File: src/uart_rx_macros.svh
/* receiver constants, sized for an 8x baud tick and a 4-bit sample counter
   changing OVERSAMPLE also needs the sample points below moved to match */
`ifndef UART_RX_MACROS_SVH
`define UART_RX_MACROS_SVH

// ----------------------------------------
// oversampling and widths
// ----------------------------------------
`define UART_RX_OVERSAMPLE 8     // baud ticks per bit
`define UART_RX_CNT_W 4          // sample counter width
`define UART_RX_DATA_W 8         // holding register width

// ----------------------------------------
// sample points of the counter
// ----------------------------------------
`define UART_RX_BIT_SAMPLE 15    // data and parity bits taken here
`define UART_RX_STOP_SAMPLE 14   // stop bit checked here
`define UART_RX_WAIT_LIMIT 6     // end of the wait after the stop bit

// glitch filter depth
`define UART_RX_VOTE_TAPS 3

`endif

File: src/uart_rx_cfg_pkg.sv
/* line configuration and status types seen at the receiver ports
   the data type is 8 bits even in 7-bit mode, where bit 7 reads 0 */
`include "uart_rx_macros.svh"

package uart_rx_cfg_pkg;

  // received byte
  typedef logic [`UART_RX_DATA_W-1:0] rx_data_t;

  // ----------------------------------------
  // line setup, sampled once per frame
  // ----------------------------------------
  typedef struct packed {
    logic bit8;         // 8 data bits when set, else 7
    logic parity_en;    // parity bit follows the data
    logic odd_n_even;   // odd parity when set
  } line_cfg_t;

  // ----------------------------------------
  // status levels
  // ----------------------------------------
  typedef struct packed {
    logic receive_full;   // byte waiting in rx_byte
    logic overflow;       // a byte was lost, cleared by a read
    logic parity_err;     // sticky, cleared by clear_parity
    logic framing_error;  // sticky, cleared by clear_framing_error
  } rx_status_t;

endpackage

File: src/uart_rx_frame_pkg.sv
/* types used between the frame state machine and the status registers
   not visible at the top-level ports */
`include "uart_rx_macros.svh"

package uart_rx_frame_pkg;

  // counters
  typedef logic [`UART_RX_CNT_W-1:0] sample_cnt_t;  // ticks within a bit
  typedef logic [3:0] bit_cnt_t;                     // bits taken so far

  // ----------------------------------------
  // frame state machine
  // ----------------------------------------
  typedef enum logic [1:0] {
    rx_idle,        // hunting for a start bit
    rx_data_bits,   // shifting in data and parity
    rx_stop_bit,    // checking the stop bit
    rx_wait         // waiting for the line to return high
  } rx_state_e;

  // ----------------------------------------
  // frame event towards the status registers
  // ----------------------------------------
  typedef struct packed {
    logic                     byte_done;   // one clk pulse, data is valid
    uart_rx_cfg_pkg::rx_data_t data;
    logic                     parity_bad;  // valid with byte_done
    logic                     stop_bad;    // separate one clk pulse
  } frame_event_t;

endpackage

File: src/rx_sample_filter.sv
/* majority voter over the last three samples of the raw line
   a single bad sample is rejected, at the cost of a few ticks of delay */
`timescale 1ns/1ps
`include "uart_rx_macros.svh"

module rx_sample_filter (
  input  logic clk,
  input  logic aresetn,
  input  logic baud_tick,   // one clk pulse at 8x baud
  input  logic rx,          // raw serial line
  output logic rx_filtered
);

  logic [`UART_RX_VOTE_TAPS-1:0] taps;  // newest sample at the top

  // ----------------------------------------
  // sample shift register
  // ----------------------------------------
  always_ff @(posedge clk or negedge aresetn)
  begin
    if (!aresetn)
    begin
      taps <= '1;  // idle line is high
    end
    else if (baud_tick)
    begin
      taps <= {rx, taps[`UART_RX_VOTE_TAPS-1:1]};
    end
  end

  // two out of three wins
  assign rx_filtered = (taps[0] & taps[1]) |
                       (taps[1] & taps[2]) |
                       (taps[0] & taps[2]);

endmodule

File: src/rx_frame_fsm.sv
/* frame decoder on the filtered line: start, 7 or 8 data bits LSB first,
   optional parity, one stop bit; cfg is taken when the start bit is confirmed */
`timescale 1ns/1ps
`include "uart_rx_macros.svh"

module rx_frame_fsm (
  input  logic                            clk,
  input  logic                            aresetn,
  input  logic                            baud_tick,
  input  uart_rx_cfg_pkg::line_cfg_t      cfg,
  input  logic                            rx_filtered,
  output uart_rx_frame_pkg::frame_event_t frame_event
);

  // first sample lands mid-bit, later ones a full bit apart
  localparam uart_rx_frame_pkg::sample_cnt_t cnt_first_bit =
    `UART_RX_BIT_SAMPLE - (`UART_RX_OVERSAMPLE / 2) + 1;
  localparam uart_rx_frame_pkg::sample_cnt_t cnt_next_bit =
    `UART_RX_BIT_SAMPLE - `UART_RX_OVERSAMPLE + 1;

  uart_rx_frame_pkg::rx_state_e   state;
  uart_rx_frame_pkg::sample_cnt_t sample_cnt;
  uart_rx_frame_pkg::bit_cnt_t    bit_cnt;
  uart_rx_frame_pkg::bit_cnt_t    last_bit;    // data bits plus parity
  uart_rx_cfg_pkg::line_cfg_t     frame_cfg;   // cfg held for this frame
  uart_rx_cfg_pkg::rx_data_t      ev_data;
  logic [8:0]                     rx_shift;    // newest bit enters at the top
  logic [8:0]                     shift_aligned;
  logic                           parity_acc;  // xor of all taken bits
  logic                           ev_parity_bad;
  logic                           byte_done;
  logic                           stop_bad;
  logic                           start_ok;
  logic                           take_bit;
  logic                           frame_end;

  // ----------------------------------------
  // decode of the current tick
  // ----------------------------------------
  assign start_ok  = baud_tick && (state == uart_rx_frame_pkg::rx_idle) &&
                     (sample_cnt == `UART_RX_OVERSAMPLE);
  assign take_bit  = baud_tick && (state == uart_rx_frame_pkg::rx_data_bits) &&
                     (sample_cnt == `UART_RX_BIT_SAMPLE);
  assign frame_end = baud_tick && (state == uart_rx_frame_pkg::rx_data_bits) &&
                     !take_bit && (bit_cnt == last_bit);

  // right-align whatever number of bits came in
  assign shift_aligned = rx_shift >> (4'd9 - last_bit);

  // ----------------------------------------
  // state, counters and pulses
  // ----------------------------------------
  always_ff @(posedge clk or negedge aresetn)
  begin
    if (!aresetn)
    begin
      state      <= uart_rx_frame_pkg::rx_idle;
      sample_cnt <= '0;
      bit_cnt    <= '0;
      byte_done  <= 1'b0;
      stop_bad   <= 1'b0;
    end
    else
    begin
      byte_done <= 1'b0;
      stop_bad  <= 1'b0;
      if (baud_tick)
      begin
        case (state)
          uart_rx_frame_pkg::rx_idle:
          begin
            if (start_ok)
            begin
              state      <= uart_rx_frame_pkg::rx_data_bits;
              sample_cnt <= cnt_first_bit;
              bit_cnt    <= '0;
            end
            else if (rx_filtered)
              sample_cnt <= '0;  // line high, start over
            else
              sample_cnt <= sample_cnt + 1'b1;
          end
          uart_rx_frame_pkg::rx_data_bits:
          begin
            if (take_bit)
            begin
              sample_cnt <= cnt_next_bit;
              bit_cnt    <= bit_cnt + 1'b1;
            end
            else
            begin
              sample_cnt <= sample_cnt + 1'b1;
              if (frame_end)
              begin
                byte_done <= 1'b1;
                state     <= uart_rx_frame_pkg::rx_stop_bit;
              end
            end
          end
          uart_rx_frame_pkg::rx_stop_bit:
          begin
            sample_cnt <= sample_cnt + 1'b1;  // wraps to 0 entering rx_wait
            if (sample_cnt == `UART_RX_STOP_SAMPLE)
              stop_bad <= !rx_filtered;
            if (sample_cnt == '1)
              state <= uart_rx_frame_pkg::rx_wait;
          end
          default:
          begin
            // rx_wait, leave as soon as the line is back high
            if (rx_filtered || (sample_cnt == `UART_RX_WAIT_LIMIT))
            begin
              state      <= uart_rx_frame_pkg::rx_idle;
              sample_cnt <= '0;
            end
            else
              sample_cnt <= sample_cnt + 1'b1;
          end
        endcase
      end
    end
  end

  // ----------------------------------------
  // shift register, parity and frame data
  // ----------------------------------------
  always_ff @(posedge clk)
  begin
    if (start_ok)
    begin
      frame_cfg  <= cfg;
      last_bit   <= 4'd7 + {3'b000, cfg.bit8} + {3'b000, cfg.parity_en};
      rx_shift   <= '0;
      parity_acc <= 1'b0;
    end
    else if (take_bit)
    begin
      rx_shift   <= {rx_filtered, rx_shift[8:1]};
      parity_acc <= parity_acc ^ rx_filtered;
    end
    if (frame_end)
    begin
      ev_data       <= {frame_cfg.bit8 & shift_aligned[7], shift_aligned[6:0]};
      ev_parity_bad <= frame_cfg.parity_en & (parity_acc ^ frame_cfg.odd_n_even);
    end
  end

  assign frame_event = '{byte_done:  byte_done,
                         data:       ev_data,
                         parity_bad: ev_parity_bad,
                         stop_bad:   stop_bad};

endmodule

File: src/rx_status_regs.sv
/* holding register and sticky flags; no back-pressure, so a byte that
   arrives while the register is still full is dropped and flagged */
`timescale 1ns/1ps

module rx_status_regs (
  input  logic                            clk,
  input  logic                            aresetn,
  input  uart_rx_frame_pkg::frame_event_t frame_event,
  input  logic                            read_rx_byte,
  input  logic                            clear_parity,
  input  logic                            clear_framing_error,
  output uart_rx_cfg_pkg::rx_data_t       rx_byte,
  output uart_rx_cfg_pkg::rx_status_t     status
);

  logic receive_full;
  logic overflow;
  logic parity_err;
  logic framing_error;
  logic load_byte;

  // a read in the same clk frees the register for the new byte
  assign load_byte = frame_event.byte_done && (!receive_full || read_rx_byte);

  // ----------------------------------------
  // holding register, full and overflow
  // ----------------------------------------
  always_ff @(posedge clk or negedge aresetn)
  begin
    if (!aresetn)
    begin
      rx_byte      <= '0;
      receive_full <= 1'b0;
      overflow     <= 1'b0;
    end
    else
    begin
      if (read_rx_byte)
      begin
        receive_full <= 1'b0;
        overflow     <= 1'b0;
      end
      if (load_byte)
      begin
        rx_byte      <= frame_event.data;
        receive_full <= 1'b1;
      end
      else if (frame_event.byte_done)
        overflow <= 1'b1;  // old byte kept
    end
  end

  // ----------------------------------------
  // sticky error flags, set wins over clear
  // ----------------------------------------
  always_ff @(posedge clk or negedge aresetn)
  begin
    if (!aresetn)
    begin
      parity_err    <= 1'b0;
      framing_error <= 1'b0;
    end
    else
    begin
      if (frame_event.byte_done && frame_event.parity_bad)
        parity_err <= 1'b1;
      else if (clear_parity)
        parity_err <= 1'b0;

      if (frame_event.stop_bad)
        framing_error <= 1'b1;
      else if (clear_framing_error)
        framing_error <= 1'b0;
    end
  end

  assign status = '{receive_full:  receive_full,
                    overflow:      overflow,
                    parity_err:    parity_err,
                    framing_error: framing_error};

endmodule

File: src/uart_rx_top.sv
/* single-line async receiver, needs a one-clk baud_tick at 8x the bit rate
   cfg changes take effect at the next start bit */
`timescale 1ns/1ps

module uart_rx_top (
  input  logic                        clk,
  input  logic                        aresetn,
  input  logic                        baud_tick,
  input  uart_rx_cfg_pkg::line_cfg_t  cfg,
  input  logic                        rx,
  input  logic                        read_rx_byte,
  input  logic                        clear_parity,
  input  logic                        clear_framing_error,
  output uart_rx_cfg_pkg::rx_data_t   rx_byte,
  output uart_rx_cfg_pkg::rx_status_t status
);

  logic                            rx_filtered;
  uart_rx_frame_pkg::frame_event_t frame_event;

  // glitch filter on the raw line
  rx_sample_filter u_filter (
    .clk         (clk),
    .aresetn     (aresetn),
    .baud_tick   (baud_tick),
    .rx          (rx),
    .rx_filtered (rx_filtered)
  );

  rx_frame_fsm u_frame_fsm (
    .clk         (clk),
    .aresetn     (aresetn),
    .baud_tick   (baud_tick),
    .cfg         (cfg),
    .rx_filtered (rx_filtered),
    .frame_event (frame_event)
  );

  rx_status_regs u_status (
    .clk                 (clk),
    .aresetn             (aresetn),
    .frame_event         (frame_event),
    .read_rx_byte        (read_rx_byte),
    .clear_parity        (clear_parity),
    .clear_framing_error (clear_framing_error),
    .rx_byte             (rx_byte),
    .status              (status)
  );

endmodule

File: config.mk
export PLATFORM = sky130hd
export DESIGN_NAME = uart_rx_top
export DESIGN_NICKNAME = d
export VERILOG_FILES = /design/src/uart_rx_cfg_pkg.sv /design/src/uart_rx_frame_pkg.sv /design/src/rx_sample_filter.sv /design/src/rx_frame_fsm.sv /design/src/rx_status_regs.sv /design/src/uart_rx_top.sv
export VERILOG_INCLUDE_DIRS = /design/src
export SDC_FILE = /design/constraint.sdc
export NUM_CORES = 1
export LEC_CHECK = 0
export ABC_AREA = 1
export BUFFER_PORTS_ARGS = -buffer_cell sky130_fd_sc_hd__buf_2
export CAP_MARGIN = 20
export CORE_MARGIN = 3
export CORE_UTILIZATION = 25
export CTS_CLUSTER_DIAMETER = 200
export DETAILED_ROUTE_END_ITERATION = 10
export PLACE_DENSITY_LB_ADDON = 0.08
export SETUP_SLACK_MARGIN = 0.02
export SLEW_MARGIN = 20
export SYNTH_ARGS = -nofsm -noshare
export SYNTH_HDL_FRONTEND = slang
export SYNTH_SLANG_ARGS = --single-unit
File: constraint.sdc
create_clock -name clk -period 3.8 [get_ports clk]
set_input_delay 0.57 -clock clk [delete_from_list [all_inputs] [get_ports clk]]
set_output_delay 0.57 -clock clk [all_outputs]
set_load 0.005 [all_outputs]
==> results.ini, run 1 <==
[sta]
hold_viol = 0
relSlewSlack_pct = 56.8
max_freq_mhz = 511
finalSetupTns_ps = 0
period_share_pct = 51.5
maxSlewViolCount = 0
setup_viol = 0
holdWs_ps = 278
fin_crit_ps = 1960
fin_skew_ps = 9.87
tightestPinTransition_ps = 648
rsz0062_at_grt = false

[logic_synthesis]
synth-seq-cells = 52
ys_types = 35
synthTopCellsByArea = dfrtp_1, edfxtp_1, nand2_1
synth-async-reset-ratio_pct = 51.9
yosys.area.top_type_share_pct = 23.0
syn-cell-area_sq_mm = 0.00262
yosys.area.top_type = dfrtp_1
ys.flop_type = dfrtp_1
syn_avg_cell_area_sq_um = 9.21
seq_area_frac_synth_pct = 50.8
ys_warn_count = 0
syn_nets = 303
netlist_instances = 284
synth_edf_count = 15

[detailed_routing]
drc = 0
drt-pass1-iter-count = 4
wl_per_cell_um = 11.5
routed_via_density = 4.14
drt_wl_total_mm = 5.02
drt_iter0_markers = 59
drtAntennaViolNets = 0
vias = 1805

[worst_setup_path]
crit_start = u_frame_fsm.state[1]$_DFFE_PN0P_
slowest_delay_ps = 420
r2r_cells = 8
crit_buf_inv = 3
critPathTopFamily = buffers and inverters
crit_chain = inv_1 > ha_1 > nand2_2 > clkinv_1 > nand2_1 > nor2_2 > nand3_2 > inv_1
endpoint_kind = flop
crit_type = flop to flop
r2r_slack_ps = 1840
crit_slowest_cell = dfrtp_1
cp.required_ps = 3780
r2r_start = u_frame_fsm.state[1]$_DFFE_PN0P_
critPathLaunchType = flop
arrival_ps = 1940
critPathCapture = u_frame_fsm.ev_data[5]$_SDFFCE_PN0P_
worst-path-max-fanout = 9
worst-path-stages = 8
r2r-end = u_frame_fsm.ev_data[5]$_SDFFCE_PN0P_
crit_path_frequent_cell = inv_1

[clock_network]
cts_setup_buffers = 0
cts_htree_levels = 2
cts_tree = done
clkTransAtPathRegs_ps = 100
cts.path.max_buffers = 2
ctsResizeCount = 0
cts_root_buf = clkbuf_8
cts_hold_buf = 0
clock_latency_ps = 310
numCtsBuffers = 5
numClockSinks = 52

[global_routing]
grt_pass1_wl_mm = 8.38
grt_max_degree = 28
grt_pass1_vias = 1711
grt-ovfl-total = 0
track_usage_pct = 9.23
grt_antenna_before_repair = 0

[layout]
fin_util_pct = 29.3
final_common_cell = nand2_1
area_growth_pct = 11.7
fillCellCount = 1056
antenna_cells = 0
layout_common_cells = nand2_1, inv_1, nor2_1
drive_above_1_share_pct = 20.5
nets = 321

[run]
max-cap-violations = 0

[floorplan]
placementRows = 36
start_util_pct = 26.3
die_area_sq_mm = 0.0117
fp.dieH_um = 108
core-area_sq_mm = 0.00995
die_w_um = 108
pin_count = 22

[power_and_ir_drop]
powerDensity_mw_per_mm2 = 592
total_power_uw = 1730
ir_drop_uv = 158
p_leak_uw = 0.00140

[run_status]
status = complete, no violations

[placement]
hpwl_mm = 3.82
io_buffers = 21
place.gp.congestion = 0.769

[worst_hold_path]
hold_class = input pin to asynchronous set/reset pin

## logic make-up (layout without fill, tap and decap cells)
| kind of cell | count (synthesis) | after routing | share of synthesized area, % |
|---|---|---|---|
| muxes | 12 | 12 | 4.97 |
| xor gates and xnor gates | 3 | 3 | 1.00 |
| DFF | 52 | 52 | 50.8 |
| buffers and inverters | 49 | 68 | 8.66 |
| adders and majority gates | 9 | 9 | 4.30 |
| and+or+nand+nor | 120 | 120 | 21.2 |
| AOI/OAI and AO/OA | 39 | 39 | 9.04 |
## registers in the layout, summed over array words and instances, names as in the netlist, 2 cells and up
register and count:
u_filter.taps 3, u_frame_fsm.bit_cnt 4, u_status.rx_byte 8, u_frame_fsm.last_bit 3
u_frame_fsm.ev_data 8, u_frame_fsm.state 2, u_frame_fsm.frame_cfg 3, u_frame_fsm.rx_shift 9
u_frame_fsm.sample_cnt 4
## worst min path at each step
| stage | start | endpoint | slack [ps] | depth (start not counted) |
|---|---|---|---|---|
| 2_1_floorplan | aresetn | u_frame_fsm.bit_cnt[0]$_DFFE_PN0P_ | 270 | 0 |
| 3_3_place_gp | u_frame_fsm.stop_bad$_DFF_PN0_ | u_status.framing_error$_DFFE_PN0P_ | 430 | 1 |
| 3_5_place_dp | u_frame_fsm.stop_bad$_DFF_PN0_ | u_status.framing_error$_DFFE_PN0P_ | 430 | 1 |
| 4_1_cts | aresetn | u_frame_fsm.sample_cnt[1]$_DFFE_PN0P_ | 300 | 1 |
| 6_report | aresetn | u_frame_fsm.sample_cnt[1]$_DFFE_PN0P_ | 280 | 1 |
| 5_1_grt | aresetn | u_frame_fsm.sample_cnt[0]$_DFFE_PN0P_ | 310 | 1 |
## layout make-up
type                            count  area (sq um)  area share (%)
Sequential cell                    52          1330            45.5
Clock buffer                        6          72.6            2.48
Clock inverter                      2          38.8            1.33
Timing Repair Buffer               21           105            3.60
Multi-Input combinational cell    183          1060            36.3
Tap cell                          133           166            5.70
Inverter                           39           149            5.10
## cells in the mapped netlist (5+ instances only)
library cell / count
nand2_1: 65
inv_1: 34
nor2_1: 25
dfrtp_1: 24
o21ai_0: 17
edfxtp_1: 15
nand3_1: 11
dfxtp_1: 10
a21oi_1: 9
ha_1: 9
mux2_2: 8
buf_4: 6
o21ai_2: 5
## worst register-to-register path, delay by kind of cell (launching register included)
kind | cells | cell delay (ps)
buffers and inverters | 3 | 440
and+or+nand+nor | 4 | 380
adders and majority gates | 1 | 380
DFF | 1 | 420
## metrics by stage
step / instances / instance area, sq um / setup WS (ps)
4_1_cts: 436 / 2920 / 1830
3_5_place_dp: 428 / 2810 / 1830
6_report: 436 / 2920 / 1840
2_1_floorplan: 284 / 2620 / 2180
3_3_place_gp: 428 / 2810 / 1890
5_1_grt: 436 / 2920 / 1690
## where the power goes
part	total, uW	switching, uW	internal, uW	leakage [uW]
registers	802	99.9	702	0.000566
logic	539	318	221	0.000780
clock network	388	189	199	0.0000558
total	1730	607	1120	0.00140
## routing by layer
| metal | GRT usage, % | vias up | part of all wire [%] |
|---|---|---|---|
| met5 | 0 | - | 0 |
| met4 | 4.06 | 0 | 1.6 |
| met3 | 2.03 | 5 | 3.5 |
| met2 | 13.4 | 22 | 42 |
| met1 | 13.1 | 834 | 53 |
| li1 | - | 944 | - |
(Power assumes the default switching activity.)
==> run 2: changes to the inputs <==
- ABC_AREA: 1 -> 0
- clock period: 3.8 -> 1.9 ns (I/O delays scaled with it)
==> run 2 against run 1 <==
The flow now finishes with violations (negative hold slack). Highest routed layer unchanged. Maximum frequency up 3.8%. Global-route usage up 0.75 points. Cell area up 2.1%. Largest cell class unchanged. Utilization up 2.2 points. Power up 85%. Sequential power up 82%. Non-clock buffer count up 22. Critical path type unchanged. Combinational power up 100%.
==> results.ini, run 2 <==
[global_routing]
grt-ovfl-total = 0
grt_pass1_wl_mm = 8.87
track_usage_pct = 9.98
grt_pass1_vias = 1720
grt_antenna_before_repair = 0
grt_max_degree = 28

[clock_network]
numClockSinks = 52
numCtsBuffers = 5
cts_root_buf = clkbuf_8
clock_latency_ps = 310
cts.path.max_buffers = 2
cts_hold_buf = 0
cts_tree = done
cts_htree_levels = 2
clkTransAtPathRegs_ps = 100

[sta]
fin_skew_ps = 6.07
tightestPinTransition_ps = 643
fin_crit_ps = 1890
holdWs_ps = -4.47
rsz0062_at_grt = true
hold_viol = 16
period_share_pct = 99.2
setup_viol = 0
max_freq_mhz = 530
relSlewSlack_pct = 57.1
maxSlewViolCount = 0
finalSetupTns_ps = 0

[logic_synthesis]
netlist_instances = 234
synthTopCellsByCount = nand2_1, dfrtp_1, edfxtp_1, inv_1, a21oi_1
synth.most_common_cell = nand2_1
seq_area_frac_synth_pct = 53.6
ys.flop_type = dfrtp_1
ys_warn_count = 0
synth_edf_count = 15
syn_avg_cell_area_sq_um = 10.6
yosys.area.top_type = dfrtp_1
ys_types = 45
synthTopCellsByArea = dfrtp_1, edfxtp_1, dfxtp_1
yosys.area.top_type_share_pct = 24.2
syn_nets = 253
synth-async-reset-ratio_pct = 51.9
synth-seq-cells = 52
syn-cell-area_sq_mm = 0.00248

[detailed_routing]
routed_via_density = 4.36
drt_iter0_markers = 90
drtAntennaViolNets = 0
drt-pass1-iter-count = 4
drt_wl_total_mm = 5.31
wl_per_cell_um = 13.2
drc = 0
vias = 1756

[power_and_ir_drop]
ir_drop_uv = 328
powerDensity_mw_per_mm2 = 1070
p_leak_uw = 0.00130

[layout]
postLayoutCellArea_sq_mm = 0.00298
largest_register_ffs = 9
reg_top3 = u_frame_fsm.rx_shift: 9 flops, u_frame_fsm.ev_data: 8 flops, u_status.rx_byte: 8 flops
final_common_cell = nand2_1
area_growth_pct = 20.3
fin_util_pct = 31.5
layout_common_cells = nand2_1, dfrtp_1, buf_2
drive_above_1_share_pct = 25.9
nets = 292
instances_no_fill = 403
top_register = u_frame_fsm.rx_shift
fillCellCount = 1007
antenna_cells = 0

[placement]
hpwl_mm = 3.90
io_buffers = 21
dp_cells = 392
post_dp_cell_area_sq_mm = 0.00284
place.gp.congestion = 0.739

[worst_setup_path]
cp.required_ps = 2100
critPathLaunchType = flop
crit_slowest_cell = or3_1
crit_buf_inv = 0
arrival_ps = 2080
crit_type = flop to flop
endpoint_kind = flop
critPathTopFamily = compound AO/OA/AOI/OAI gates
crit_chain = or3_1 > a211oi_2 > nand3_1 > a221o_2 > mux2_4
worst-path-max-fanout = 2
slowest_delay_ps = 390

[floorplan]
core-area_sq_mm = 0.00946
die_w_um = 106
placementRows = 35
die_area_sq_mm = 0.0112
pin_count = 22
fp.dieH_um = 106
start_util_pct = 26.2

[run_status]
violations = negative hold slack
status = finished, violations left

[run]
max-cap-violations = 0

[worst_hold_path]
hold_class = input pin to asynchronous set/reset pin

## run 2: final cells by class
type	count	area (sq um)	area share, %
clock inverter	3	22.5	0.755
timing repair buffer	43	287	9.60
inverter	15	56.3	1.89
multi-input combinational	156	1060	35.5
tap	129	161	5.41
sequential	52	1330	44.6
clock buffer	5	68.8	2.31
## run 2: report_power, final
group | total, uW | switching, uW | internal [uW]
Clock | 654 | 389 | 265
Sequential | 1460 | 118 | 1340
Combinational | 1090 | 562 | 527
## run 2: final timing paths
kind                                                    start                                  to  slack (ps)  depth (start not counted)
max                        u_frame_fsm.bit_cnt[1]$_DFFE_PN0P_    u_frame_fsm.state[1]$_DFFE_PN0P_          10                          5
min                                                   aresetn     u_status.parity_err$_DFFE_PN0P_          -4                          1
max reg2reg                u_frame_fsm.bit_cnt[1]$_DFFE_PN0P_    u_frame_fsm.state[1]$_DFFE_PN0P_          10                          5
min reg2reg                    u_frame_fsm.stop_bad$_DFF_PN0_  u_status.framing_error$_DFFE_PN0P_         430                          1
max in group asynchronous                             aresetn  u_frame_fsm.bit_cnt[0]$_DFFE_PN0P_        1490                          1
min in group clk                                 read_rx_byte         u_status.overflow$_DFF_PN0_         130                          2
## run 2: cells by family after synthesis
kind of cell             share of synthesized area, %
AO/OA/AOI/OAI                                    12.1
XOR/XNOR                                         1.77
adder cells (fa/ha/maj)                          4.94
buffers and inverters                            4.59
flip-flops                                       53.6
multiplexers                                     8.83
AND/OR/NAND/NOR                                  14.1
## run 2: metrics by stage
stage	worst slack, ps	total power [uW]
finish	14.7	3200
global route	-49.2	3450
CTS	-16.6	3230
detailed placement	-42.8	2530
global placement	-25.2	2550
floorplan	-19.0	2120
## run 2: timing repair
action                     CTS  global route
setup endpoints to repair    2            17
resized for setup            2             9
pin swaps                    6             3
gates cloned                 0             1
setup buffers                2             0
## run 2: per-layer routing
layer | part of all wire, % | vias up | global-route usage, % | wire [um]
met3 | 3.6 | 4 | 2.51 | 189
met5 | 0 | - | 0 | 0
met2 | 43 | 23 | 14.8 | 2280
li1 | - | 896 | - | -
met1 | 53 | 833 | 14.5 | 2800
met4 | 0.94 | 0 | 2.50 | 50
